$ cat src/hw/synth_pkg.sv
`default_nettype none

package synth_pkg;

    // Audio and control word types
    typedef logic signed [23:0] sample_t;   // Signed audio sample
    typedef logic [23:0]        phase_t;    // Phase and frequency increment
    typedef logic [15:0]        amp_t;      // All ones is full scale
    typedef logic [7:0]         volume_t;   // 255 is close to unity
    typedef logic [31:0]        cmd_t;      // SPI command word

    // Waveform selection per oscillator
    typedef enum logic [1:0] {
        SQUARE,
        SAW,
        TRIANGLE,
        SINE
    } shape_t;

    // Command target, bits 31:30 of a command word
    typedef enum logic [1:0] {
        FREQ,
        AMP,
        SHAPE,
        VOLUME
    } field_t;

    typedef enum logic {
        IDLE,   // Waiting for the first mixed sample
        SHIFT   // Clocking out frames
    } i2s_state_t;

    localparam int N_OSC      = 2;
    localparam int SAMPLE_DIV = 384;        // Clocks per sample
    localparam int BIT_DIV    = 8;          // Clocks per I2S bit strobe
    localparam int SAMPLE_MAX = 8388607;

    // Voice sum width, one growth bit per doubling of voices
    localparam int SUM_W = 24 + $clog2(N_OSC);

endpackage

`default_nettype wire

$ cat src/hw/mixer.sv
`timescale 1ns/10ps
`default_nettype none

module mixer (
    input  logic                        clk,
    input  logic                        reset,
    input  synth_pkg::sample_t          voice [synth_pkg::N_OSC],
    input  logic [synth_pkg::N_OSC-1:0] voice_valid,
    input  synth_pkg::volume_t          volume,
    output synth_pkg::sample_t          mix,
    output logic                        mix_valid
);
    import synth_pkg::*;

    sample_t                 voice_q [N_OSC];   // Voices that arrived early
    sample_t                 pick [N_OSC];
    logic [N_OSC-1:0]        seen;
    logic                    all_seen;
    logic signed [SUM_W-1:0] sum;
    logic signed [SUM_W+8:0] scaled;

    always_comb begin
        sum = '0;
        for (int i = 0; i < N_OSC; i++) begin
            pick[i] = voice_valid[i] ? voice[i] : voice_q[i];
            sum     = sum + pick[i];
        end
        scaled   = (sum * $signed({1'b0, volume})) >>> 8;
        all_seen = &(seen | voice_valid);
    end

    always_ff @(posedge clk) begin
        if (reset) begin
            seen      <= '0;
            mix_valid <= 1'b0;
        end else begin
            mix_valid <= all_seen;
            seen      <= all_seen ? '0 : (seen | voice_valid);
        end
    end

    always_ff @(posedge clk) begin
        for (int i = 0; i < N_OSC; i++) begin
            if (voice_valid[i]) voice_q[i] <= voice[i];
        end
        if (all_seen) begin
            if (scaled > SAMPLE_MAX)        mix <= sample_t'(SAMPLE_MAX);
            else if (scaled < -SAMPLE_MAX)  mix <= sample_t'(-SAMPLE_MAX);
            else                            mix <= scaled[23:0];
        end
    end

endmodule

`default_nettype wire

$ cat config.mk
export PLATFORM = sky130hd
export DESIGN_NAME = mixer
export DESIGN_NICKNAME = d
export VERILOG_FILES = /design/src/hw/synth_pkg.sv /design/src/hw/mixer.sv
export SDC_FILE = /design/constraint.sdc
export NUM_CORES = 1
export LEC_CHECK = 0
export ABC_AREA = 1
export BUFFER_PORTS_ARGS = -buffer_cell sky130_fd_sc_hd__buf_4
export CORE_MARGIN = 1.5
export CORE_UTILIZATION = 40
export DETAILED_ROUTE_END_ITERATION = 6
export GPL_ROUTABILITY_DRIVEN = 0
export SETUP_SLACK_MARGIN = 0.5
export SYNTH_ARGS = -nofsm -noshare
export SYNTH_HDL_FRONTEND = slang
export SYNTH_SLANG_ARGS = --single-unit
$ cat constraint.sdc
create_clock -name clk -period 12.93 [get_ports clk]
set_clock_uncertainty 0.15 [all_clocks]
set_input_delay 0.6465 -clock clk [delete_from_list [all_inputs] [get_ports clk]]
set_output_delay 0.6465 -clock clk [all_outputs]
set_load 0.01 [all_outputs]
* Word level (Yosys, flattened, before mapping)
Memories as Yosys holds them, arrays and structs flattened. Index checks and enable logic that the tools add are counted.
Operators by class: magnitude comparators 2, eq/ne operators 0, $add $sub $neg 1, reductions and logical operators 3, div/mod/pow operators 0, bitwise operators 1, mux-type cells 7, multipliers 1, shift-type cells 0
Operators by type and width (number):
- 24-bit two-way mux | 3
- 25-bit by 9-bit multiplier with 34-bit output | 1
- 26-bit by 24-bit > comparator with 1-bit output, second input constant | 1
- 26-bit by 24-bit less-than comparator with 1-bit output, second input constant | 1
- 24-bit by 24-bit adder with 25-bit output | 1
- 1-bit two-way mux | 4
- 2-bit OR reduction | 2
- 2-bit OR | 1
- 2-bit AND reduction | 1
Storage, ports and cells: memories kept 1, bits in read-only memories 0, memory bits (writable) 48, latch bits 0, input bits 60, output and inout port bits 25, word-level logic and storage cells 20, register bits after elaboration 27
Memory list:
- voice_q | words 2, width 24, read ports 2, clocked after memory_dff 0, wr ports 2, RTL line mixer.sv:15 | sample_t voice_q [N_OSC];

* Depth between registers and ports, before layout
depth after elaboration 5, depth in mapped cells 46, mapped depth without buffers 43

* Worst setup path after synthesis
Ideal clock, no wire load.
kind input to register, start point input voice_valid[1] (netlist bit), end point register mix[10] (data pin), setup time 0.252 ns, data required time 12.528 ns, data arrival time 7.433 ns, slack 5.094 ns, stages 43, buffers on the path 4, cells stage by stage clkbuf_1 > inv_1 > clkbuf_1 > nand2_1 > nand2_1 > ha_1 > inv_1 > fa_1 > or2_1 > nand2_1 > o21ai_1 > o21ai_1 > a21oi_1 > o21ai_2 > nand3_1 > nand2_1 > nand2_1 > nand3_1 > [7 not listed] > fa_1 > inv_1 > ha_1 > nand2_1 > nor2_1 > nand2_1 > nor3_2 > nand2_2 > nand2_2 > nand3_2 > nand2_1 > nand2_2 > nand2_2 > xor2_2 > or2_1 > buf_6 > buf_6 > nand2_1
RTL lines:
- start: declaration | RTL line mixer.sv:8 | input logic [synth_pkg::N_OSC-1:0] voice_valid,
- end signal: assignment | RTL line mixer.sv:47 | if (scaled > SAMPLE_MAX) mix <= sample_t'(SAMPLE_MAX);
- end signal: assignment | RTL line mixer.sv:48 | else if (scaled < -SAMPLE_MAX) mix <= sample_t'(-SAMPLE_MAX);
- end signal: assignment | RTL line mixer.sv:49 | else mix <= scaled[23:0];
- end: declaration | RTL line mixer.sv:10 | output synth_pkg::sample_t mix,

==> run metrics <==
fmax approximately 0.11 GHz; Synth Cell Area ~11000 sq um; hold-critical path depth 2; DRC 0; Synth top area share 0.2760; Hold Crit Class input port to flip-flop; Critical Path RT around 13 ns; Final setup viols 0; Fin. Hold Viols 0; H-tree depth 3; Mean Syn Cell Area 7.135 sq um; Final ANT Viol Nets 0; final worst path period share 0.6966; area occupied by multi-input gates between 8000 and 9000 sq um; die area roughly 29000 sq um; wire per inst 13.36 microns; WP data arrival between 8 and 9 ns; DRT Wirelength about 27000 microns; Startpoint Class input port; pins over their slew limit 0; All-Layer GR Usage 0.2009; CTS tree built; Syn Inst Count roughly 1600; Setup Total Neg Slack 0 ns; hold_buf cts 0; Netlist cell types between 40 and 50; R2R setup slack 4.70 ns; Post-CTS Setup Bufs 0; port bufs 84; DR iter-0 viols about 560; number of global-route vias before repair approximately 9900; Worst-Skew Late Latency approximately 0.36 ns; Sink Count 75; Yosys warning count 0; diode count 0; crit end category flip-flop; Area growth, synth to finish 10.84%; core area roughly 28000 sq um; most frequent cells in the layout 465 x nand2_1, 353 x inv_1, 165 x nor2_1, 156 x fa_1, 88 x ha_1; Via density roughly 4.7; I/O pins 85; detailed placement HPWL around 23000 microns; post_cts resized 0; first-pass GRT wire length ~47000 microns; Final min period between 9 and 10 ns; CTS Buf Count 9; max cap viols 0; sequential share of the synthesized area 0.1539; Vias about 9600; Reg2Reg Depth 38; outcome completed; RSZ-0062 raised after global routing no; Worst-path clk slew 0.07 ns; overall die width 171.2 microns; largest net degree at the start of global routing 27; Pre-antenna DRT Iters 5; Slew @ Worst Pin approximately 0.93 ns; share of layout cells above drive strength 1 0.08590; largest area contributor in the netlist fa_1; initial antenna violation count 0; row cnt between 60 and 70; commonest non-fill, non-tap cell in the layout nand2_1; Syn Nets between 1500 and 2000; FF+latch count, synth between 70 and 80; Fillers ~3000; Max stage delay on crit path 0.63 ns; DIE HEIGHT between 150 and 200 microns; worst-path maximum fanout 26; CTS max path bufs 2; CTS root buffer clkbuf_16; Final Net Count approximately 2000; GRT Residual Overflow 0; Reg area 1742 sq um; CP max stage cell or2_1; cell mode on critical path nand2_1; crit path kind input port to flip-flop; Initial Utilization 0.4073; max_slew headroom 0.3769; Area contributors post-synth fa_1 28%, nand2_1 15%, inv_1 12%
[layer usage]
metal	GRT usage	vias up	share of wire
met3	0.01841	28	0.028
met4	0.06484	0	0.024
met1	0.2574	4608	0.45
met2	0.3565	136	0.49
li1	-	4834	-
met5	0	-	0
[worst max-delay path, delay by kind of cell]
family | cells | cell delay (ns)
adder cells (fa/ha/maj) | 7 | 3.07
AND/OR/NAND/NOR | 20 | 2.88
buffers and inverters | 8 | 1.17
AO/OA/AOI/OAI | 4 | 0.96
XOR/XNOR | 1 | 0.18
[layout make-up]
type,count,share of cell area
sequential,75,0.1389
clock inverter,7,0.004689
multi-input combinational,1120,0.6434
tap,378,0.03771
timing repair buffer,84,0.05028
clock buffer,9,0.01796
inverter,358,0.1071
[cells by family after synthesis]
group,synth area share
xor+xnor,0.01769
buf+inv,0.1330
fa+ha+maj,0.3733
flops,0.1539
compound gates,0.04533
simple gates,0.2768
[synth_stat cells]
cell type	number
a2111oi_0	1
a21boi_0	2
a21o_1	2
a21oi_1	46
a21oi_2	1
a221oi_1	1
a31o_2	1
a31oi_1	3
buf_6	5
clkbuf_1	28
clkinv_1	3
dfxtp_1	51
edfxtp_1	24
fa_1	156
ha_1	88
inv_1	353
inv_2	2
nand2_1	465
nand2_2	12
nand3_1	68
nand3_2	2
nand3b_1	11
nand4_1	4
nor2_1	165
nor2_2	2
nor2_4	1
nor3_1	13
nor3_2	1
nor4_1	1
o21a_1	2
o21ai_0	18
o21ai_1	4
o21ai_2	1
o21bai_1	6
o21bai_2	1
o221ai_1	1
or2_1	2
or2_2	17
xnor2_1	11
xor2_1	10
xor2_2	1
[path summary, 6_finish.rpt]
kind	from	to
min reg2reg	voice_q[0][4]	voice_q[0][4]
max reg2reg	voice_q[0][0]	mix[0]
max	voice_valid[0]	mix[0]
min	reset	mix_valid
[registers in the layout, indices dropped and copies added (netlist names)]
register and count:
voice_q 48, mix 24, seen 2, mix_valid 1
[per-stage QoR]
| step | instance area, sq um | setup WS [ns] | utilization | cells | hold WS (ns) |
|---|---|---|---|---|---|
| 2_1_floorplan | 11320 | 5.094 | - | 1586 | 0.2694 |
| 3_3_place_gp | 12260 | 3.839 | 0.4412 | 2015 | 0.2835 |
| 3_5_place_dp | 12260 | 3.536 | 0.4412 | 2015 | 0.2860 |
| 4_1_cts | 12540 | 3.899 | 0.4515 | 2031 | 0.2911 |
| 5_1_grt | 12540 | 3.172 | 0.4515 | 2031 | 0.2929 |
| 6_report | 12540 | 3.923 | 0.4515 | 2031 | 0.2994 |
Power is not shown: default switching activity piles up to over one toggle a cycle in this logic, so the estimate is an artifact.
