$ cat src/hw/synth_pkg.sv
`default_nettype none

package synth_pkg;

    // Audio and control word types
    typedef logic signed [23:0] sample_t;   // Signed audio sample
    typedef logic [23:0]        phase_t;    // Phase and frequency increment
    typedef logic [15:0]        amp_t;      // All ones is full scale
    typedef logic [7:0]         volume_t;   // 255 is close to unity
    typedef logic [31:0]        cmd_t;      // SPI command word

    // Waveform selection per oscillator
    typedef enum logic [1:0] {
        SQUARE,
        SAW,
        TRIANGLE,
        SINE
    } shape_t;

    // Command target, bits 31:30 of a command word
    typedef enum logic [1:0] {
        FREQ,
        AMP,
        SHAPE,
        VOLUME
    } field_t;

    typedef enum logic {
        IDLE,   // Waiting for the first mixed sample
        SHIFT   // Clocking out frames
    } i2s_state_t;

    localparam int N_OSC      = 2;
    localparam int SAMPLE_DIV = 384;        // Clocks per sample
    localparam int BIT_DIV    = 8;          // Clocks per I2S bit strobe
    localparam int SAMPLE_MAX = 8388607;

    // Voice sum width, one growth bit per doubling of voices
    localparam int SUM_W = 24 + $clog2(N_OSC);

endpackage

`default_nettype wire

$ cat src/hw/spi_slave.sv
`timescale 1ns/10ps
`default_nettype none

module spi_slave (
    input  logic              clk,
    input  logic              reset,
    input  logic              sclk,
    input  logic              mosi,
    input  logic              csn,
    output logic              miso,
    output synth_pkg::cmd_t   word,
    output logic              word_valid
);
    import synth_pkg::*;

    logic [2:0] sclk_sync;      // Two sync stages plus one for edge detect
    logic [2:0] csn_sync;
    logic [1:0] mosi_sync;
    logic       sclk_rise;
    logic       csn_rise;
    logic       word_done;
    logic [5:0] bit_cnt;        // Saturates one past a full word
    cmd_t       shreg;

    assign miso      = 1'b0;    // No read-back
    assign sclk_rise = sclk_sync[1] & ~sclk_sync[2];
    assign csn_rise  = csn_sync[1] & ~csn_sync[2];
    assign word_done = csn_rise && (bit_cnt == 6'($bits(cmd_t)));

    always_ff @(posedge clk) begin
        if (reset) begin
            sclk_sync  <= '0;
            csn_sync   <= '1;   // Bus idles deselected
            bit_cnt    <= '0;
            word_valid <= 1'b0;
        end else begin
            sclk_sync  <= {sclk_sync[1:0], sclk};
            csn_sync   <= {csn_sync[1:0], csn};
            word_valid <= word_done;
            if (csn_sync[1]) begin
                bit_cnt <= '0;
            end else if (sclk_rise && bit_cnt <= 6'($bits(cmd_t))) begin
                bit_cnt <= bit_cnt + 1'b1;
            end
        end
    end

    always_ff @(posedge clk) begin
        mosi_sync <= {mosi_sync[0], mosi};  // Same delay as sclk_sync[1]
        if (sclk_rise && !csn_sync[1]) begin
            shreg <= {shreg[$bits(cmd_t)-2:0], mosi_sync[1]};
        end
        if (word_done) begin
            word <= shreg;
        end
    end

endmodule

`default_nettype wire

$ cat config.mk
export PLATFORM = sky130hd
export DESIGN_NAME = spi_slave
export DESIGN_NICKNAME = d
export VERILOG_FILES = /design/src/hw/synth_pkg.sv /design/src/hw/spi_slave.sv
export SDC_FILE = /design/constraint.sdc
export NUM_CORES = 1
export LEC_CHECK = 0
export ABC_AREA = 1
export BUFFER_PORTS_ARGS = -buffer_cell sky130_fd_sc_hd__buf_2
export CORE_ASPECT_RATIO = 0.5
export CORE_UTILIZATION = 30
export DETAILED_ROUTE_END_ITERATION = 8
export PLACE_DENSITY = 0.56
export SETUP_SLACK_MARGIN = 0.02
export SLEW_MARGIN = 5
export SYNTH_ARGS = -nofsm -noshare
export SYNTH_HDL_FRONTEND = slang
export SYNTH_SLANG_ARGS = --single-unit
export TNS_END_PERCENT = 10
$ cat constraint.sdc
create_clock -name clk -period 4.7 [get_ports clk]
set_input_delay 0.705 -clock clk [delete_from_list [all_inputs] [get_ports clk]]
set_output_delay 0.705 -clock clk [all_outputs]
set_load 0.1 [all_outputs]
Word-level counts from Yosys, hierarchy flattened
Cells that the tools add are included.
{"block": "classes", "order_cmp": 1, "eq_ne": 1, "reduce_logical": 5, "n_addsub": 1, "bitwise_logic": 4}
{"operator": "6-bit by 1-bit adder with 6-bit output, second input constant", "n": 1}
{"operator": "6-bit equality test, second input constant", "n": 1}
{"operator": "6-bit <= comparator, second input constant", "n": 1}
{"operator": "1-bit logical AND", "n": 3}
{"operator": "1-bit bitwise AND", "n": 2}
{"operator": "1-bit NOT", "n": 2}
{"operator": "2-bit OR reduction", "n": 1}
{"operator": "1-bit logical NOT", "n": 1}
{"block": "totals", "wordCells": 19, "reg_bits": 79, "inputBits": 5}

Depth between registers and ports, before layout
{"block": "depth", "depth_word": 3, "depth_mapped": 8}

Worst setup path after synthesis
OpenSTA, ideal clock, no wires.
{"block": "synth_timing", "path_type": "register to register", "from": "register bit_cnt[0]", "to": "register word[0], enable pin", "t_required_ns": 4.239, "arrival_time_ns": 2.834, "setup_slack_ns": 1.405, "n_path_buf": 0, "path_stages_with_launch": 5, "period_less_slack_ns": 3.295, "cell_sequence": "dfxtp_1 > inv_1 > ha_1 > nand3_2 > nor3_1"}
{"block": "synth_via", "elab_chain_cells": 2}
{"item": "from (decl)", "line": "spi_slave.sv:22", "rtl": "logic [5:0] bit_cnt;"}
{"item": "from (signal assigned)", "line": "spi_slave.sv:43", "rtl": "bit_cnt <= bit_cnt + 1'b1;"}
{"item": "6-bit equality test", "line": "spi_slave.sv:28", "rtl": "assign word_done = csn_rise && (bit_cnt == 6'($bits(cmd_t)));"}
{"item": "1-bit logical AND", "line": "spi_slave.sv:28"}
{"item": "via word_done", "line": "spi_slave.sv:21", "rtl": "logic word_done;"}
{"item": "to (signal assigned)", "line": "spi_slave.sv:54", "rtl": "word <= shreg;"}
{"item": "to (decl)", "line": "spi_slave.sv:11", "rtl": "output synth_pkg::cmd_t word,"}
The timed path passes the listed nets, and every way through them passes these cells.
A chain may end at the register's enable or synchronous reset.

Final worst setup path
{"block": "layout_timing", "from": "register word[12]", "to": "output word[12]"}
No word-level cell between the ends.

==> results.json <==
{
  "finalSetupViolCount": 0,
  "fp.coreArea_um2": 8030,
  "fp.dieH_um": 66.6,
  "dieArea_um2": 8720,
  "netlist_area_um2": 2500,
  "status": "finished, final reports clean",
  "rrSetupSlack_ns": 3.04,
  "die_x_um": 131,
  "cts_buffers": 9,
  "synthTopCellsByArea": "edfxtp_1 77%, dfxtp_1 12%, nor2_1 2.0%, inv_1 1.5%, nand3_1 1.2%",
  "r2r_cells": 4,
  "netlist.top_cell.by_area": "edfxtp_1",
  "worstPathArrival_ns": 1.09,
  "wl_um": 3470,
  "fill_cells": 723,
  "place_area_um2": 2840,
  "synth_nets": 142,
  "slew_viol_final": 0,
  "drive_gt1_frac": 0.330,
  "yosysUniqueCellTypes": 18,
  "cp_top_family": "buffers and inverters",
  "final_cell_count_no_fill": 300,
  "reg2reg_to": "shreg[16]",
  "drc": 0,
  "tns_ns": 0,
  "grt_pass1_vias": 1110,
  "synth_compound_area_frac": 0.0100,
  "grt_usage": 0.0900,
  "gp_congestion": 0.788,
  "synth_cells": 135,
  "hold_path_end": "mosi_sync[1]",
  "synthMuxAreaShare": 0,
  "synth_top_family_by_area": "simple AND/OR/NAND/NOR gates",
  "synth_seq_cells": 79,
  "period_share": 0.381,
  "cp-start-kind": "register",
  "drtIter0Drc": 95,
  "cts_root_buf": "clkbuf_16",
  "antenna_found_initial": 0,
  "min_period_ns": 1.79,
  "crit_chain": "buf_2",
  "crit_required_ns": 3.99,
  "slowest_delay_ns": 0.42,
  "clock_latency_ns": 0.32,
  "cp_slowest_cell": "buf_2",
  "avgSynthCellArea_um2": 18.5,
  "io_pins": 39,
  "clock.fmax_mhz": 558,
  "hold_class": "reg2reg",
  "powerDensity_nw_per_um2": 472,
  "final_hold_viol_count": 0,
  "worst_pin_slew_ns": 0.864,
  "max-slew-margin-rel": 0.423,
  "path_max_fanout": 1,
  "worstSetupEndpointType": "output pin",
  "synth-simple-area-share": 0.0716,
  "nets": 190,
  "min_path_cells": 0,
  "cts.path.max_buffers": 2,
  "yosys.area_share.adder": 0.0100,
  "start_util": 0.311,
  "grt_max_degree": 33,
  "hpwl_um": 2160,
  "synth_xor_area_frac": 0,
  "postCtsSetupBuffers": 0,
  "rsz0062_at_grt": "false",
  "cts_tree": "done",
  "post_cts_resized": 0,
  "cts_sinks": 79,
  "yosys_warnings": 0,
  "vias": 1163,
  "antenna_left": 0,
  "ir_worst_vdd_v": 0.000177,
  "cts_htree_levels": 3,
  "cp_num_buf_inv": 1,
  "grt_pass1_wl_um": 5570,
  "dp.cells": 284,
  "holdBufCountCts": 0,
  "overflow": 0,
  "crit_type": "reg2out",
  "post_drt_via_cell_ratio": 3.88,
  "cts.clk_slew.worst_paths_ns": 0.06,
  "clock_skew_ns": 0.00527,
  "io_buffers": 37,
  "firstDrtPassIters": 4,
  "design_area_um2": 3160,
  "antenna_cells": 0,
  "hp-start": "mosi_sync[0]",
  "r2r_start": "sclk_sync[1]",
  "drv_cap": 0,
  "rows": 23,
  "synth_top_area_share": 0.769,
  "area_growth_pct": 26.3,
  "avgRoutedWirePerCell_um": 11.6,
  "yosysSeqAreaShare": 0.889,
  "total_leakage_power_nw": 1.10
}
[metal layers]
layer	track usage	wire, um	vias up
li1	-	-	581
met1	0.108	1580	556
met3	0.0498	213	5
met5	0	0	-
met4	0.0503	35	0
met2	0.128	1640	21
[worst max path at each step]
stage / from / slack (ns) / cells past startpoint / to
finish: word[12] / 2.91 / 1 / word[12]
floorplan: bit_cnt[0] / 1.41 / 4 / word[0]
detailed placement: sclk_sync[1] / 2.98 / 4 / shreg[30]
global route: word[10] / 2.86 / 1 / word[10]
CTS: word[12] / 2.89 / 1 / word[12]
global placement: sclk_sync[1] / 3.02 / 4 / shreg[22]
[through the flow]
step           utilization  setup WS, ns  total power, mW  hold WS (ns)
2_1_floorplan            -          1.41            0.777         0.310
3_3_place_gp         0.353          3.02            0.780         0.318
3_5_place_dp         0.353          2.98            0.781         0.312
4_1_cts              0.393          2.89             1.51         0.325
5_1_grt              0.393          2.86             1.54         0.349
6_report             0.393          2.91             1.49         0.325
[Yosys cell counts (all sizes together)]
cell type	n
nand4	1
nor2	15
ha	2
nand3	7
or2	2
nor4	1
inv	10
nor3	1
dfxtp	15
buf	1
nand2	10
conb	1
edfxtp	64
a21oi	5
[report_power, final]
part / total (mW) / switching, mW / internal [mW]
Combinational: 0.0120 / 0.00878 / 0.00326
Clock: 0.725 / 0.260 / 0.465
Sequential: 0.753 / 0.00196 / 0.752
Total: 1.49 / 0.271 / 1.22
[logic make-up after synthesis]
logic type,Yosys count
simple gates,37
buf+inv,11
compound gates,5
flops,79
other cells,1
fa+ha+maj,2
[flip-flops by register name (all words and copies together) (netlist names)]
signal and cells:
mosi_sync 2, word_valid 1, bit_cnt 6, sclk_sync 3
word 32, csn_sync 3, shreg 32
[final cells by class]
class / count / area [um2] / area share
tap: 112 / 140 / 0.0444
sequential: 79 / 2220 / 0.704
timing repair buffer: 38 / 193 / 0.0610
inverter: 10 / 37.5 / 0.0119
multi-input combinational: 45 / 245 / 0.0777
clock buffer: 9 / 225 / 0.0713
clock inverter: 7 / 95.1 / 0.0301
[cell usage in the layout, fill, tap and decap left out, drive strengths merged]
cell	instances
nor2	15
nand2	10
edfxtp	64
conb	1
nand4	1
buf	38
clkinv	4
nand3	7
or2	2
nor4	1
a21oi	5
ha	2
dfxtp	15
clkbuf	9
inv	11
nor3	1
bufinv	2
No activity file was read; power rests on OpenSTA's default activity.
