[config.mk]
export PLATFORM = sky130hd
export DESIGN_NAME = oscillator_flat
export DESIGN_NICKNAME = d
export VERILOG_FILES = /design/src/hw/synth_pkg.sv /design/src/hw/sine_if.sv /design/src/hw/oscillator.sv /design/src/flat_wrapper.sv
export SDC_FILE = /design/constraint.sdc
export NUM_CORES = 1
export LEC_CHECK = 0
export ABC_CLOCK_PERIOD_IN_PS = 21400
export BUFFER_PORTS_ARGS = -buffer_cell sky130_fd_sc_hd__buf_2
export CORE_MARGIN = 1.5
export CORE_UTILIZATION = 25
export DETAILED_ROUTE_END_ITERATION = 6
export PLACE_DENSITY = 0.48
export SYNTH_ARGS = -nofsm -noshare
export SYNTH_HDL_FRONTEND = slang
export SYNTH_SLANG_ARGS = --single-unit
[constraint.sdc]
create_clock -name clk -period 21.4 [get_ports clk]
set_clock_uncertainty 0.05 [all_clocks]
set_input_delay 4.28 -clock clk [delete_from_list [all_inputs] [get_ports clk]]
set_output_delay 4.28 -clock clk [all_outputs]
set_load 0.02 [all_outputs]
[src/hw/synth_pkg.sv]
`default_nettype none

package synth_pkg;

    // Audio and control word types
    typedef logic signed [23:0] sample_t;   // Signed audio sample
    typedef logic [23:0]        phase_t;    // Phase and frequency increment
    typedef logic [15:0]        amp_t;      // All ones is full scale
    typedef logic [7:0]         volume_t;   // 255 is close to unity
    typedef logic [31:0]        cmd_t;      // SPI command word

    // Waveform selection per oscillator
    typedef enum logic [1:0] {
        SQUARE,
        SAW,
        TRIANGLE,
        SINE
    } shape_t;

    // Command target, bits 31:30 of a command word
    typedef enum logic [1:0] {
        FREQ,
        AMP,
        SHAPE,
        VOLUME
    } field_t;

    typedef enum logic {
        IDLE,   // Waiting for the first mixed sample
        SHIFT   // Clocking out frames
    } i2s_state_t;

    localparam int N_OSC      = 2;
    localparam int SAMPLE_DIV = 384;        // Clocks per sample
    localparam int BIT_DIV    = 8;          // Clocks per I2S bit strobe
    localparam int SAMPLE_MAX = 8388607;

    // Voice sum width, one growth bit per doubling of voices
    localparam int SUM_W = 24 + $clog2(N_OSC);

endpackage

`default_nettype wire

[src/hw/sine_if.sv]
`timescale 1ns/10ps
`default_nettype none

// One oscillator's path into the shared quarter-wave table
interface sine_if;
    import synth_pkg::*;

    logic       req;    // Held by the oscillator until ack
    logic [5:0] addr;   // Quarter-wave address
    logic       ack;    // One-cycle strobe from the arbiter
    sample_t    data;   // Valid while ack is high

    modport osc (output req, output addr, input ack, input data);
    modport arb (input req, input addr, output ack, output data);

endinterface

`default_nettype wire

[src/hw/oscillator.sv]
`timescale 1ns/10ps
`default_nettype none

module oscillator (
    input  logic              clk,
    input  logic              reset,
    input  logic              sample_tick,
    input  synth_pkg::phase_t freq,
    input  synth_pkg::amp_t   amp,
    input  synth_pkg::shape_t shape,
    input  logic              phase_clear,
    sine_if.osc               tbl,
    output synth_pkg::sample_t out,
    output logic              out_valid
);
    import synth_pkg::*;

    phase_t             phase;
    phase_t             tick_phase;     // Phase this tick's sample is taken from
    logic [22:0]        folded;
    sample_t            raw_now;
    sample_t            raw_q;
    sample_t            raw_sel;
    logic               sine_neg;       // Lower half of the sine cycle
    logic               valid_q;
    logic signed [40:0] prod;

    assign tick_phase = phase_clear ? '0 : phase + freq;

    always_comb begin
        folded = tick_phase[23] ? ~tick_phase[22:0] : tick_phase[22:0];
        case (shape)
            SQUARE:   raw_now = tick_phase[23] ? sample_t'(-SAMPLE_MAX) : sample_t'(SAMPLE_MAX);
            SAW:      raw_now = sample_t'(tick_phase);
            TRIANGLE: raw_now = sample_t'({~folded[22], folded[21:0], 1'b0});  // Recentred
            default:  raw_now = '0;     // Sine comes back from the table
        endcase
    end

    always_ff @(posedge clk) begin
        if (reset) begin
            phase   <= '0;
            tbl.req <= 1'b0;
            valid_q <= 1'b0;
        end else begin
            valid_q <= sample_tick && (shape != SINE);
            if (sample_tick || phase_clear) begin
                phase <= tick_phase;
            end
            if (tbl.ack) begin
                tbl.req <= 1'b0;
            end
            if (sample_tick && shape == SINE) begin
                tbl.req <= 1'b1;
            end
        end
    end

    always_ff @(posedge clk) begin
        if (sample_tick) begin
            raw_q    <= raw_now;
            sine_neg <= tick_phase[23];
            // Second and fourth quarters read the table backwards
            tbl.addr <= tick_phase[22] ? ~tick_phase[21:16] : tick_phase[21:16];
        end
    end

    // Table data is only held for the ack cycle, so it bypasses raw_q
    assign raw_sel   = tbl.ack ? (sine_neg ? -tbl.data : tbl.data) : raw_q;
    assign prod      = raw_sel * $signed({1'b0, amp});
    assign out       = prod[39:16];
    assign out_valid = valid_q | tbl.ack;

endmodule

`default_nettype wire

[src/flat_wrapper.sv]
// flat-port wrapper written by rule: the top's interface ports become plain ports
module oscillator_flat import synth_pkg::*;
  (clk, reset, sample_tick, freq, amp, shape, phase_clear, out, out_valid, tbl_req, tbl_addr, tbl_ack, tbl_data);
  sine_if tbl_i ();
  input  logic clk;
  input  logic reset;
  input  logic sample_tick;
  input  synth_pkg::phase_t freq;
  input  synth_pkg::amp_t amp;
  input  synth_pkg::shape_t shape;
  input  logic phase_clear;
  output synth_pkg::sample_t out;
  output logic out_valid;
  output wire logic [$bits(tbl_i.req)-1:0] tbl_req;
  output wire logic [$bits(tbl_i.addr)-1:0] tbl_addr;
  input wire logic [$bits(tbl_i.ack)-1:0] tbl_ack;
  input wire logic [$bits(tbl_i.data)-1:0] tbl_data;
  assign tbl_req = tbl_i.req;
  assign tbl_addr = tbl_i.addr;
  assign tbl_i.ack = tbl_ack;
  assign tbl_i.data = tbl_data;
  oscillator u_core (.clk(clk), .reset(reset), .sample_tick(sample_tick), .freq(freq), .amp(amp), .shape(shape), .phase_clear(phase_clear), .tbl(tbl_i), .out(out), .out_valid(out_valid));
endmodule
Word level (Yosys, flattened, before mapping)
Index checks and enable logic that the tools add are counted.
{"block": "classes", "magnitude_cmp": 0, "n_mux": 9, "n_reduce_logical": 5, "div_mod_pow": 0, "shifts": 0, "n_bitwise": 4, "multipliers": 1, "add_sub_neg": 2, "eq_ne": 4}
{"cell": "24-bit 2-to-1 mux", "n": 4}
{"cell": "24-bit case mux with 3 select lines", "n": 1}
{"cell": "24-bit by 17-bit multiplier with 40-bit output", "n": 1}
{"cell": "24-bit adder", "n": 1}
{"cell": "24-bit negator", "n": 1}
{"cell": "23-bit 2-to-1 mux", "n": 1}
{"cell": "23-bit NOT", "n": 1}
{"cell": "6-bit 2-to-1 mux", "n": 1}
{"cell": "6-bit NOT", "n": 1}
{"cell": "2-bit equality test (second input constant)", "n": 2}
{"cell": "2-bit by 1-bit equality test with 1-bit output (second input constant)", "n": 1}
{"cell": "1-bit logical AND", "n": 2}
{"cell": "2-bit zero test", "n": 1}
{"cell": "1-bit 2-to-1 mux", "n": 2}
{"cell": "2-bit != test (second input constant)", "n": 1}
{"cell": "2-bit nonzero test", "n": 1}
{"cell": "1-bit logical OR", "n": 1}
{"cell": "1-bit NOT", "n": 1}
{"cell": "1-bit OR", "n": 1}
{"block": "word_totals", "ramBits": 0, "memories": 0, "elab_cells": 31, "romBits": 0, "regBits": 57, "inputBits": 71, "latch_bits": 0}

Depth between registers and ports, before layout
{"block": "depth", "depth_word": 6, "depth_mapped": 30, "ltp_nobuf": 29}

Least setup slack after synthesis
OpenSTA, ideal clock, no wires.
{"block": "synth_timing", "path_kind": "input port to output port", "startpoint": "in tbl_data[2]", "endpoint": "out out[23]", "t_required_ns": 17.070, "setup_slack_ns": 5.519, "stages": 29, "path_buffers": 2, "arrival_time_ns": 11.551, "cell_sequence": "nor4_2 -> nand3b_1 -> nand2b_1 -> nor3_1 -> nand2_1 -> o31ai_1 -> xor2_1 -> a21oi_1 -> clkbuf_1 -> nand2_1 -> fa_1 -> inv_1 -> fa_1 -> clkbuf_1 -> xor2_1 -> xnor2_1 -> fa_1 -> fa_1 -> inv_1 -> fa_1 -> inv_1 -> ha_1 -> a21o_1 -> a21oi_1 -> o21ai_0 -> a21oi_1 -> nor2_1 -> a2111oi_0 -> xnor2_1"}
{"block": "synth_between", "elab_chain_cells": 4}
{"element": "start: declaration", "line_no": "flat_wrapper.sv:17", "text": "input wire logic [$bits(tbl_i.data)-1:0] tbl_data;"}
{"element": "24-bit negator", "line_no": "oscillator.sv:69", "text": "assign raw_sel = tbl.ack ? (sine_neg ? -tbl.data : tbl.data) : raw_q;"}
{"element": "24-bit 2-to-1 mux (*) (2 in a row)", "line_no": "oscillator.sv:69"}
{"element": "24-bit by 17-bit multiplier with 40-bit output (*)", "line_no": "oscillator.sv:70", "text": "assign prod = raw_sel * $signed({1'b0, amp});"}
{"element": "end: declaration", "line_no": "flat_wrapper.sv:12", "text": "output synth_pkg::sample_t out;"}
Every way passes the cells marked *; elsewhere a longest branch is shown, timed or not.

Worst setup path after layout
{"block": "layout_timing", "startpoint": "in tbl_data[2]", "endpoint": "out out[17]"}
The elaborated chain is that of the path after synthesis.

==> qor.txt <==
initial antenna violation count: 18
WP data arrival: 12.91 ns
Synth Cell Area: 18220 um^2
Synth Register Bits: 57
clock sinks: 57
Cells after Synth: 2073
DRC viols: 0
Nets: 2672
Post-synth ARST share: 0
fin crit share: 0.8054
CP Data Required Time: 17.07 ns
dominant synthesized flop cell: edfxtp_1
1st-pass router iterations: 5
MaxCap Viol Count: 0
share of cells above drive strength 1: 0.08636
Core Rows: 98
I/O pins: 103
CTS HTree Levels: 3
clk_lat worst skew: 0.33 ns
largest net degree at the start of global routing: 50
Vias: 13820
crit path capture type: primary output
Setup Buffers After CTS: 0
HPWL after detailed placement: 41980 um
min cycle time layout: 17.24 ns
fmax: 58.02 MHz
register area: 1451 um^2
endpoints failing setup: 0
Die ar.: 74500 um^2
Hold Fails Final Rpt: 0
sequential area share after synthesis: 0.07967
RePlAce Congestion: 0.8565
Area growth, synth to finish: 9.952%
area of the multi-input gates: 14740 um^2
syn_area_per_cell: 8.788 um^2
Post-Route Setup TNS: 0 ns
Synth cell types: 81
Post-synth EDFFs: 31
type of origin of the critical path: primary input
cell taking the most area after synthesis: fa_1
HP Class: reg2reg
CTS tree: yes
outcome: finished clean
Layout fillers: 7738
Mapped Nets: 2631
most frequent cells in the layout: inv_1, fa_1, nand2_1, and2_1, ha_1
CTS buffer count: 9
Ys Warns: 0
die height: 272.9 um
commonest non-fill, non-tap cell in the layout: inv_1
slew of the pin with the lowest slew margin: 1.241 ns
vias in the first global route: 15040
Post-CTS Resized: 0
final wirelength: 52130 um
RSZ-0062 raised after global routing: false
Routed WL per cell: 16.95 um
Final ANT Viol Nets: 0
Die Wd: 272.9 um
cts-stage hold buffer count: 0
I/O Buffers: 102
clock root buffer master: clkbuf_16
DR vias/cell: 4.495
first-pass GRT wire length: 83390 um
top cell type's share of synthesized area: 0.4022
critical setup path kind: in2out
Rel. slew slack: 0.1725
Clock Path Buffers: 2
Worst path slowest cell: a221oi_1
GR Util All Layers: 0.1427
top cells by area, synth: fa_1, inv_1, ha_1
core footprint: 71850 um^2
1st-iter DRT viols: 718
Initial Utilization: 0.2535
Slew Limit Fails: 0
clk slew on worst S/H paths: 0.06 ns
GR Overflow Total: 0
Crit Path Max Fanout: 16
CP peak stage delay: 0.77 ns
CP dominant cell by count: fa_1
per-stage QoR:
stage               hold slack (ns)  std cells  area [um^2]  utilization  worst slack, ns
detailed placement           0.4020       3053        19700       0.2741            4.075
floorplan                    0.3856       2073        18220            -            5.519
global route                 0.4174       3071        20020       0.2786            3.531
global placement             0.3934       3053        19690       0.2741            3.741
CTS                          0.4099       3069        20020       0.2786            4.064
finish                       0.4074       3075        20030       0.2788            4.164
critical path: cells and delay by family:
kind	cells	cell delay, ns
adder cells (fa/ha/maj)	7	3.35
AND/OR/NAND/NOR	7	1.95
buffers and inverters	7	0.78
XOR/XNOR	2	0.31
AO/OA/AOI/OAI	8	2.22
metal layers:
metal / share of wire / track usage / vias up
li1: - / - / 6426
met1: 0.44 / 0.1873 / 6989
met2: 0.49 / 0.2509 / 319
met3: 0.056 / 0.02302 / 66
met4: 0.011 / 0.02006 / 22
met5: 0.0025 / 0 / -
worst paths after layout:
path,startpoint,end,slack (ns),depth (start not counted)
hold reg to reg,u_core.phase[14],u_core.phase[14],0.41,2
hold / removal,u_core.phase[14],u_core.phase[14],0.41,2
setup / recovery,tbl_data[2],out[17],4.16,31
setup reg to reg,u_core.phase[9],u_core.raw_q[20],17.42,10
cell families after synthesis:
kind of cell    synth area share
buf+inv                   0.1133
xor+xnor                 0.04038
fa+ha+maj                 0.4853
mux                      0.01463
compound gates           0.08888
flops                    0.07967
simple gates              0.1779
final cells by class:
class	count	share of cell area
inverters	444	0.08320
clock inverters	7	0.004685
clock buffers	9	0.01124
repair buffers	121	0.03261
multi-input cells	1481	0.7357
diodes	6	0.0007496
well taps	950	0.05934
flip-flops and latches	57	0.07246
registers in the layout, indices dropped and copies added (netlist names):
name	flops
u_core.phase	24
u_core.raw_q	24
u_core.sine_neg	1
u_core.tbl.addr	6
u_core.tbl.req	1
u_core.valid_q	1
synth_stat cells (3+ instances only):
| cell | n |
|---|---|
| a21oi_1 | 75 |
| nor2b_1 | 6 |
| edfxtp_1 | 31 |
| nand2b_1 | 8 |
| o221ai_1 | 8 |
| a22o_1 | 3 |
| o21ai_0 | 31 |
| mux2i_1 | 23 |
| o22ai_1 | 6 |
| or2_2 | 5 |
| o21ai_1 | 5 |
| nand3_1 | 23 |
| nor2_1 | 78 |
| o211ai_2 | 11 |
| o21a_1 | 13 |
| buf_2 | 4 |
| buf_6 | 4 |
| and2_1 | 220 |
| ha_1 | 121 |
| a32oi_1 | 3 |
| inv_1 | 444 |
| dfxtp_1 | 26 |
| or3_1 | 4 |
| o31ai_1 | 8 |
| xnor2_1 | 45 |
| nand4_1 | 3 |
| nor4_1 | 4 |
| a211oi_1 | 10 |
| a21o_1 | 13 |
| nand2_1 | 252 |
| and3_1 | 9 |
| buf_1 | 5 |
| xor2_1 | 39 |
| a31oi_1 | 9 |
| clkbuf_1 | 76 |
| o211ai_1 | 5 |
| o41ai_1 | 3 |
| a21boi_0 | 3 |
| nor3_1 | 20 |
| fa_1 | 366 |
Power is left out: the tool's default activity adds up to more than one toggle a clock period on the data nets, which glitch-free logic cannot reach.
