[src/hw/synth_pkg.sv]
`default_nettype none

package synth_pkg;

    // Audio and control word types
    typedef logic signed [23:0] sample_t;   // Signed audio sample
    typedef logic [23:0]        phase_t;    // Phase and frequency increment
    typedef logic [15:0]        amp_t;      // All ones is full scale
    typedef logic [7:0]         volume_t;   // 255 is close to unity
    typedef logic [31:0]        cmd_t;      // SPI command word

    // Waveform selection per oscillator
    typedef enum logic [1:0] {
        SQUARE,
        SAW,
        TRIANGLE,
        SINE
    } shape_t;

    // Command target, bits 31:30 of a command word
    typedef enum logic [1:0] {
        FREQ,
        AMP,
        SHAPE,
        VOLUME
    } field_t;

    typedef enum logic {
        IDLE,   // Waiting for the first mixed sample
        SHIFT   // Clocking out frames
    } i2s_state_t;

    localparam int N_OSC      = 2;
    localparam int SAMPLE_DIV = 384;        // Clocks per sample
    localparam int BIT_DIV    = 8;          // Clocks per I2S bit strobe
    localparam int SAMPLE_MAX = 8388607;

    // Voice sum width, one growth bit per doubling of voices
    localparam int SUM_W = 24 + $clog2(N_OSC);

endpackage

`default_nettype wire

[src/hw/i2s_transmitter.sv]
`timescale 1ns/10ps
`default_nettype none

module i2s_transmitter (
    input  logic               clk,
    input  logic               reset,
    input  logic               bit_tick,
    input  synth_pkg::sample_t sample,
    input  logic               sample_valid,
    output logic               sclk,
    output logic               lrclk,
    output logic               sd
);
    import synth_pkg::*;

    i2s_state_t                      state;
    sample_t                         held;      // Latest mixed sample
    logic [2*$bits(sample_t)-1:0]    frame;     // Left then right, MSB first
    logic [5:0]                      bit_cnt;   // Bit slot within the frame
    logic [5:0]                      next_cnt;
    logic                            fall;
    logic                            frame_start;

    // Data and lrclk move on the falling sclk edge
    assign fall        = (state == SHIFT) && bit_tick && sclk;
    assign frame_start = bit_cnt == 6'(2 * $bits(sample_t) - 1);
    assign next_cnt    = frame_start ? '0 : bit_cnt + 1'b1;

    always_ff @(posedge clk) begin
        if (reset) begin
            state   <= IDLE;
            sclk    <= 1'b0;
            lrclk   <= 1'b0;
            sd      <= 1'b0;
            bit_cnt <= 6'(2 * $bits(sample_t) - 1);   // First fall opens a frame
            frame   <= '0;
        end else begin
            case (state)
                IDLE: begin
                    if (sample_valid) state <= SHIFT;
                end
                SHIFT: begin
                    if (bit_tick) sclk <= ~sclk;
                    if (fall) begin
                        bit_cnt <= next_cnt;
                        lrclk   <= next_cnt >= 6'($bits(sample_t));    // High on right
                        sd      <= frame[$bits(frame)-1];   // One bit behind lrclk
                        frame   <= frame_start ? {held, held} : {frame[$bits(frame)-2:0], 1'b0};
                    end
                end
            endcase
        end
    end

    always_ff @(posedge clk) begin
        if (sample_valid) begin
            held <= sample;
        end
    end

endmodule

`default_nettype wire

[config.mk]
export PLATFORM = sky130hd
export DESIGN_NAME = i2s_transmitter
export DESIGN_NICKNAME = d
export VERILOG_FILES = /design/src/hw/synth_pkg.sv /design/src/hw/i2s_transmitter.sv
export SDC_FILE = /design/constraint.sdc
export NUM_CORES = 1
export LEC_CHECK = 0
export BUFFER_PORTS_ARGS = -buffer_cell sky130_fd_sc_hd__buf_2
export CORE_MARGIN = 10
export CORE_UTILIZATION = 30
export DETAILED_ROUTE_END_ITERATION = 10
export GPL_ROUTABILITY_DRIVEN = 0
export PLACE_DENSITY = 0.43
export SYNTH_ARGS = -nofsm -noshare
export SYNTH_HDL_FRONTEND = slang
export SYNTH_SLANG_ARGS = --single-unit
[constraint.sdc]
create_clock -name clk -period 3.6 [get_ports clk]
set_clock_uncertainty 0.05 [all_clocks]
set_input_delay 0.36 -clock clk [delete_from_list [all_inputs] [get_ports clk]]
set_output_delay 0.36 -clock clk [all_outputs]
set_load 0.1 [all_outputs]
======== Word level (Yosys, flattened, before mapping) ========
Cells that the tools add are included.
cells by class
  add/sub/neg operators ................... 1
  $lt $le $gt $ge ......................... 1
  eq/ne operators ......................... 1
  mux-type cells .......................... 4
  bitwise gates (word level) .............. 1
  reduce and logical (&&, ||, !) cells .... 4
operators by type and width
  cell                                                  number
  2-to-1 mux 48 bit                                     1
  adder 6 x 1 -> 6 bit (second input constant)          1
  == test 6 bit (second input constant)                 1
  >= comparator 6 x 5 -> 1 bit (second input constant)  1
  2-to-1 mux 6 bit                                      1
  AND reduction 2 bit                                   2
  logical AND 1 bit                                     2
  2-to-1 mux 1 bit                                      2
  NOT 1 bit                                             1
word-level totals
  register bits ........................... 82
  input bits .............................. 28
  output and inout port bits .............. 3
  word-level logic and storage cells ...... 19

======== Logic depth before layout (Yosys ltp) ========
Gate-level depths: netlist (run 1).
  depth in word-level cells ............... 3
  gate-level depth with buffers ........... 7
  gate-level depth less buffers ........... 5

======== Worst setup path before layout (run 1) ========
OpenSTA, ideal clock, no wires.
  path kind ............................... flip-flop to flip-flop
  start point ............................. reg sclk
  end point ............................... reg frame[3]
  library setup time ...................... 0.137 ns
  arrival ................................. 1.885 ns
  required time ........................... 3.413 ns
  slack ................................... 1.528 ns
  cell stages (with the launch flop) ...... 6
  buffers on the path ..................... 3
  period minus slack after synthesis ...... 2.072 ns
  cells stage by stage .................... dfxtp_1 and3_1 buf_2 buf_2 buf_2 a211oi_1
on the way
  longest elaborated chain between the ends .. 2
RTL lines
  element                               RTL line               RTL
  start, declared                       i2s_transmitter.sv:10  output logic sclk,
  start signal, assigned                i2s_transmitter.sv:43  if (bit_tick) sclk <= ~sclk;
  logical AND 1 bit                     i2s_transmitter.sv:25  assign fall = (state == SHIFT) && bit_tick && sclk;
  AND reduction 2 bit (no source line)  -
  end signal, assigned                  i2s_transmitter.sv:48  frame <= frame_start ? {held, held} : {frame[$bits(frame)-2:0], 1'b0};
  end, declared                         i2s_transmitter.sv:18  logic [2*$bits(sample_t)-1:0] frame;
No other way between the ends.
A chain may end at the register's enable or synchronous reset.

======== Worst setup path after layout (run 1) ========
  start point ............................. reg bit_cnt[0]
  end point ............................... reg frame[41]
on the way
  longest elaborated chain between the ends .. 2
RTL lines
  element                 RTL line               RTL
  start, declared         i2s_transmitter.sv:19  logic [5:0] bit_cnt;
  start signal, assigned  i2s_transmitter.sv:35  bit_cnt <= 6'(2 * $bits(sample_t) - 1);
  start signal, assigned  i2s_transmitter.sv:45  bit_cnt <= next_cnt;
  == test 6 bit           i2s_transmitter.sv:26  assign frame_start = bit_cnt == 6'(2 * $bits(sample_t) - 1);
  2-to-1 mux 48 bit       i2s_transmitter.sv:48
No other way between the ends.

==> results of run 1 <==
-- sequential cells by signal, summed over array words and instances, names as in the netlist --
signal,flops
state,1
held,24
sd,1
bit_cnt,6
sclk,1
lrclk,1
frame,48
-- layout make-up --
cell class | instances | area (um^2) | share of cell area
sequential | 82 | 1880 | 0.509
multi-input combinational | 184 | 1290 | 0.348
tap | 140 | 175 | 0.0474
timing repair buffer | 33 | 173 | 0.0467
clock buffer | 12 | 135 | 0.0366
clock inverter | 4 | 43.8 | 0.0118
-- critical path, stage by stage (launching register included) --
cell,delay [ns]
sky130_fd_sc_hd__dfxtp_1,0.40
sky130_fd_sc_hd__ha_1,0.21
sky130_fd_sc_hd__nand3_2,0.11
sky130_fd_sc_hd__nor3b_4,0.19
sky130_fd_sc_hd__buf_4,0.48
sky130_fd_sc_hd__mux2i_1,0.28
sky130_fd_sc_hd__a211oi_1,0.09
-- per-stage QoR --
stage	util	worst slack (ns)	cells	hold WS, ns	total power, uW
after floorplan	-	1.53	290	0.382	1180
after global placement	0.323	1.64	439	0.397	1200
after detailed placement	0.323	1.59	439	0.401	1210
after CTS	0.339	1.57	455	0.116	1850
after global routing	0.339	1.44	455	0.113	1910
final	0.339	1.59	455	0.139	1810
-- cells by family (layout without fill, tap and decap cells) --
logic type	count (synthesis)	in the layout	share of synthesized area
AOI/OAI and AO/OA	57	57	0.129
xor gates and xnor gates	3	3	0.00786
adders and majority gates	2	2	0.00748
buffers and inverters	24	49	0.0546
DFF	82	82	0.563
muxes	48	48	0.144
and+or+nand+nor	74	74	0.0947
-- Yosys cell counts (all sizes together) --
| library cell | number | area share |
|---|---|---|
| nand3b | 1 | 0.0022 |
| nand4b | 1 | 0.0026 |
| a211oi | 47 | 0.11 |
| edfxtp | 24 | 0.22 |
| mux2i | 47 | 0.14 |
| nand3 | 4 | 0.0075 |
| buf | 12 | 0.041 |
| xor2 | 2 | 0.0052 |
| clkbuf | 12 | 0.013 |
| nand2b | 1 | 0.0019 |
| nor3b | 2 | 0.0060 |
| o21ai | 1 | 0.0015 |
| a211o | 2 | 0.0056 |
| mux2 | 1 | 0.0034 |
| dfxtp | 58 | 0.35 |
| a31oi | 1 | 0.0019 |
| a21oi | 5 | 0.0075 |
| and3 | 1 | 0.0019 |
| ha | 2 | 0.0075 |
| nor2 | 51 | 0.057 |
| xnor2 | 1 | 0.0026 |
| o31ai | 1 | 0.0022 |
| nand2 | 12 | 0.013 |
| or3 | 1 | 0.0019 |
-- layer usage --
metal,wire [um],share of wire
met2,2800,0.44
met4,49,0.0077
met1,3260,0.51
met3,226,0.036
met5,0,0
-- power by group through the flow --
stage | Combinational, uW | Sequential, uW | Clock (uW)
floorplan | 148 | 1030 | 0
global placement | 169 | 1030 | 0
detailed placement | 171 | 1030 | 0
CTS | 172 | 1010 | 663
global route | 188 | 1020 | 704
finish | 168 | 1010 | 628
-- worst paths after layout --
path / start / to / slack (ns) / depth (start not counted)
hold / removal: sample[10] / held[10]$_DFFE_PP_ / 0.14 / 1
hold reg to reg: frame[47]$_SDFFE_PP0P_ / sd$_SDFFE_PP0P_ / 0.42 / 2
setup / recovery: bit_cnt[0]$_SDFFE_PP1P_ / frame[41]$_SDFFE_PP0P_ / 1.59 / 6
setup reg to reg: bit_cnt[0]$_SDFFE_PP1P_ / frame[41]$_SDFFE_PP0P_ / 1.59 / 6
==> summary by stage, run 1 <==
Status
The run finished with clean final reports.

Timing
At the pin with the least slew margin, the transition time is 1.15 ns. The count of endpoints failing setup in the final report is 0. The number of hold violations in the final report is 0. The total count of max-transition violations in the final report came to 0. Timing would allow up to 498 MHz. Headroom to the max-slew limit came out at 0.230. The clock period minus worst slack is 2.01 ns. The final clock period utilization by the worst path is 0.557.

Setup repair after global routing left no endpoint under its margin. The total negative setup slack is 0 ns.

Cells and area
The total number of nets in the final design is 340. The finished layout cell area is 3700 um^2. In the final layout, the share of cells above drive strength 1 is 0.168. In the layout the commonest cells are 58 x sky130_fd_sc_hd__dfxtp_1, 51 x sky130_fd_sc_hd__nor2_1, 47 x sky130_fd_sc_hd__mux2i_1, 44 x sky130_fd_sc_hd__a211oi_1, 30 x sky130_fd_sc_hd__buf_2. The growth of design area from synthesis to finish is 10.5%.

Counting the fill cells in the layout gives 1,111. The number of antenna diodes in the final layout is 0. The most frequent standard cell in the layout excluding fill and tap cells is sky130_fd_sc_hd__dfxtp_1.

Power
The peak supply drop is 0.157 mV. The cell leakage power is 0.00153 uW. The share of total power dissipated in the clock network is 0.347. Internal power comes to 1380 uW. The share of total power dissipated in combinational logic is 0.093. For this design the ratio of total power to cell area is 489 nW/um^2. Of the total power, registers draw 0.560. The switching power as a share of total power is 0.236. The total net switching power is 427 uW.

GRT
For this run, the total global-route usage over all layers was measured as 0.0819. Global routing finished with a remaining overflow of 0. The most congested layer reported by global routing is met2. The met3 track demand over resource is 0.0266. The via count of the first global-routing pass is 2,175. The first global-routing pass estimated 10,800 um of wire. Entering global routing, the biggest net connects 101 pins. The initial antenna violation count came to 0.

The met2 demand-to-capacity share in global routing is 0.124. For this run, global-route usage on met1 was measured as 0.108.

Floorplanning
The core region is 10,900 um^2. The floorplan has 38 rows. The boundary pin count is 31. In this run the vertical extent of the chip is 126 um. The die covers 15,800 um^2. The initial utilization of the core area, before any placement, comes to 0.307. The horizontal extent of the die is 126 um.

Drt
The number of routed nets with antenna violations is 0. The ratio of routed vias to standard cells is 4.65. The first-pass iteration count of the detailed router is 4.

The detailed-route via count is 2,114. The average routed wire per standard cell is 13.9 um. In this run, the number of DRC markers left after iteration 0 of detailed routing was 94. The remaining routing DRC violations is 0. The final layout contains routed wiring with a total length of 6340 um.

Logic synthesis
Synthesis produced a netlist with a net count of 320. The number of synthesized register bits is 82. Yosys mapped the design onto 31 distinct sky130hd cell types.

Summing every instance area after synthesis gives 3340 um^2. For this run, the register share of the synthesized area comes to 0.563. The gate count of the mapped netlist is 290. For this run, the number of Yosys warnings is 0. The post-synthesis area per instance is 11.5 um^2.

Worst setup path
Of all nets on the critical path, the largest fanout is 32. Data on the critical path is required at its endpoint by 3.72 ns. For the worst setup path, the data arrival time is 2.13 ns. The worst setup path category is reg2reg. The category of the worst setup path launch point is a flop. STA classifies the critical path endpoint as a flop.

Clock tree
The clock latency on the worst-skew pair is 0.34 ns. Clock-pin slew was measured on the worst setup and hold paths at 0.08 ns. The hold-fix buffer count after cts is 0. The clock passes through at most 2 buffers. TritonCTS built the clock tree. The number of sinks driven by the clock tree is 82. The post-cts sizing count is 0. The number of clock buffers inserted by TritonCTS is 9. The buffer cell driving the clock tree root is sky130_fd_sc_hd__clkbuf_8. The post-CTS setup repair buffer count is 0. The clock tree synthesis step divided the H-tree into 3 levels.

Place
The area of placed instances is 3520 um^2. Summed over all nets, the half-perimeter wirelength after detailed placement is 3850 um. The total of buffers placed on input and output ports is 30.

Run
Max-cap violations in this run came to 0.

Hold path
The class of the tightest hold or removal check is in2reg.
No activity file was read; power rests on OpenSTA's default activity.
==> run 2, diff against run 1 <==
Settings changed: PLACE_DENSITY 0.43 to 0.45.
Clock period 3.6 ns to 1.6 ns, I/O delays scaled along.
==> summary by stage, run 2 (same netlist as run 1, synthesis figures left out) <==
Floorplanning
The die boundary height is 126 um (unchanged). The core footprint is 10,900 um^2 (unchanged). The boundary pin count came to 31 (unchanged). The horizontal extent of the die was 126 um (unchanged). The number of core rows is 38 (unchanged). The initial cell density of the core is 0.307 (unchanged).

The area of the die is 15,800 um^2 (unchanged).

Worst setup path
The worst setup path is captured at a flop. The minimum setup slack among reg-to-reg paths is -0.04 ns (-1.63 ns). The maximum net fanout on the critical path is 5 (-84%). The category of the worst setup path launch point is a flop.

The required time of the critical path is 1.79 ns (-1.93 ns). The worst setup path category is reg2reg. The data arrival time of the worst path is 1.82 ns (-0.31 ns).

Timing
The number of hold violations in the final report is 0 (unchanged). The actual slew at the worst max-slew pin is 0.490 ns (-0.665 ns). The achievable clock frequency was 611 MHz (+23%). The relative slew slack is 0.676 (+0.446).

The clock period minus worst slack is 1.64 ns (-0.369 ns). The total count of max-transition violations in the final report is 0 (unchanged). The tightest hold margin came to 0.0929 ns (-0.0458 ns). The worst setup margin is -0.0379 ns (-1.63 ns). Setup repair after global routing could not meet its margin everywhere. The count of endpoints failing setup in the final report came to 26 (+26). The final clock period utilization by the worst path is 1.02 (+0.466).

Power
The internal power summed over all cells is 3200 uW (+130%). The share of power burned in the clock network is 0.320 (-0.027). The sequential share of power is 0.539 (-0.021). The cell leakage power is 0.00176 uW (+15%). The combinational cell fraction of total power is 0.141 (+0.048).

The power density normalized to cell area is 973 nW/um^2 (+99%). The peak supply drop came to 0.540 mV (+240%). The total net switching power is 1030 uW (+140%).

The switching power as a share of total power is 0.244 (+0.00777).

Cells and area
The diode insertion count for antenna repair is 0 (unchanged). The post-layout instance count excluding filler cells is 500 (+9.9%). The share of final-layout standard cells stronger than drive strength 1 was 0.269 (+0.101).

In the final layout, the registers with the most flip-flops are frame: 48 flops, held: 24 flops, bit_cnt: 6 flops. The register with the most flip-flops in the final layout is frame. The total number of nets in the final design was 385 (+13%). The top cell types in the final layout, fill and taps aside, are 55 x sky130_fd_sc_hd__dfxtp_1, 51 x sky130_fd_sc_hd__nor2_1, 37 x sky130_fd_sc_hd__mux2i_1, 37 x sky130_fd_sc_hd__a211oi_1, 30 x sky130_fd_sc_hd__buf_2. The growth of design area from synthesis to finish is 30.2%.

The most frequent standard cell in the layout excluding fill and tap cells is sky130_fd_sc_hd__dfxtp_1. The total of fill cells in the finished design is 1,058 (-4.8%). The number of flip-flops in the largest register came to 48 (unchanged).

GRT
The overflow left after global routing is 0 (unchanged). The initial antenna violation count is 0 (unchanged). The overall global routing resource usage came to 0.0883 (+0.00640). The via count of the first global-routing pass is 2,285 (+5.1%).

The largest net degree at the start of global routing is 54 (-47%). The global-route wire length before repair is 11,500 um (+7.0%).

Clock tree
The H-tree depth reported by CTS is 3 (unchanged). The clock latency on the worst-skew pair is 0.35 ns (about the same). The number of sinks driven by the clock tree is 82 (unchanged). The register clock-pin slew on the reported worst setup and hold paths is 0.07 ns (about the same).

The buffer depth of the longest clock path is 2 (unchanged). The TritonCTS clock tree is yes. The buffer cell driving the clock tree root is sky130_fd_sc_hd__clkbuf_8. The number of clock buffers inserted by TritonCTS is 9 (unchanged).

Place
The total instance count after detailed placement is 452 (+3.0%). The worst slack at placement is -0.0963 ns (-1.69 ns). The total of buffers placed on input and output ports was 30 (unchanged). The detailed-placement wirelength estimate came to 4190 um (+8.9%).

Status
The checks that failed: negative setup slack. The run finished, with violations left.

Drt
The ratio of routed vias to standard cells is 4.59 (-1.3%). The average routed wire per standard cell is 13.7 um (-1.6%). The final routed wirelength across all metal layers was 6850 um (+8.1%).

The number of routed nets with antenna violations came to 0 (unchanged). The first-pass iteration count of the detailed router is 4 (unchanged). The number of DRC violations after detailed-routing iteration 0 is 68 (-28%). The detailed-route via count is 2,293 (+8.5%). The remaining routing DRC violations is 0 (unchanged).

Hold path
The worst hold path belongs to the class in2reg.

Run
The number of max-capacitance violations reported is 0 (unchanged).
## run 2: cell count changes in the layout (fill, tap and decap cells not counted), sizes merged
| cell | before | now |
|---|---|---|
| dlygate4sd3 | 0 | 24 |
| buf | 33 | 52 |
| clkbuf | 12 | 15 |
| bufinv | 1 | 0 |
## run 2: power groups by stage
| stage | clock network (uW) | registers [uW] | logic [uW] |
|---|---|---|---|
| 4_1_cts | 1430 | 2280 | 540 |
| 2_1_floorplan | 0 | 2320 | 333 |
| 3_3_place_gp | 0 | 2330 | 421 |
| 5_1_grt | 1530 | 2290 | 647 |
| 6_report | 1360 | 2280 | 598 |
| 3_5_place_dp | 0 | 2330 | 424 |
## run 2: layout make-up
type	instances	area, um^2	share of cell area
clock buffers	13	159	0.0365
well taps	140	175	0.0402
flip-flops and latches	82	1890	0.434
multi-input cells	184	1390	0.319
clock inverters	3	15.0	0.00345
repair buffers	78	728	0.167
## run 2: worst paths after layout
kind / startpoint / endpoint / cells after the start
setup / recovery: bit_cnt[1]$_SDFFE_PP1P_ / frame[21]$_SDFFE_PP0P_ / 7
hold / removal: bit_tick / sclk$_SDFFE_PP0P_ / 4
setup reg to reg: bit_cnt[1]$_SDFFE_PP1P_ / frame[21]$_SDFFE_PP0P_ / 7
hold reg to reg: sd$_SDFFE_PP0P_ / sd$_SDFFE_PP0P_ / 2
## run 2: layer usage
metal / up-vias / part of all wire / GRT usage
met5: - / 0 / 0
met4: 0 / 0.015 / 0.0325
met3: 7 / 0.045 / 0.0338
met2: 44 / 0.46 / 0.134
met1: 1062 / 0.48 / 0.111
li1: 1180 / - / -
## run 2: critical path: stages (launching register included)
cell                       delay [ns]
sky130_fd_sc_hd__dfxtp_2         0.35
sky130_fd_sc_hd__ha_4            0.15
sky130_fd_sc_hd__nand3_4         0.08
sky130_fd_sc_hd__nor3b_4         0.25
sky130_fd_sc_hd__buf_6           0.18
sky130_fd_sc_hd__buf_12          0.14
sky130_fd_sc_hd__mux2i_2         0.23
sky130_fd_sc_hd__a211oi_2        0.09
## run 2: timing repair
action                     CTS  global route
cloned                       2             2
setup endpoints to repair   47            49
resized for setup            7            19
hold buffers                24             0
hold endpoints to repair    24             0
buffers inserted             3             1
pin swaps                    6            25
## run 2: stage by stage
| stage | cell area [um^2] | setup TNS [ns] | total power [uW] | util |
|---|---|---|---|---|
| floorplan | 3360 | 0 | 2660 | - |
| global placement | 3700 | -2.06 | 2750 | 0.339 |
| detailed placement | 3700 | -2.92 | 2750 | 0.339 |
| CTS | 4210 | -0.431 | 4250 | 0.387 |
| global route | 4350 | -4.25 | 4470 | 0.400 |
| finish | 4350 | -0.502 | 4240 | 0.400 |
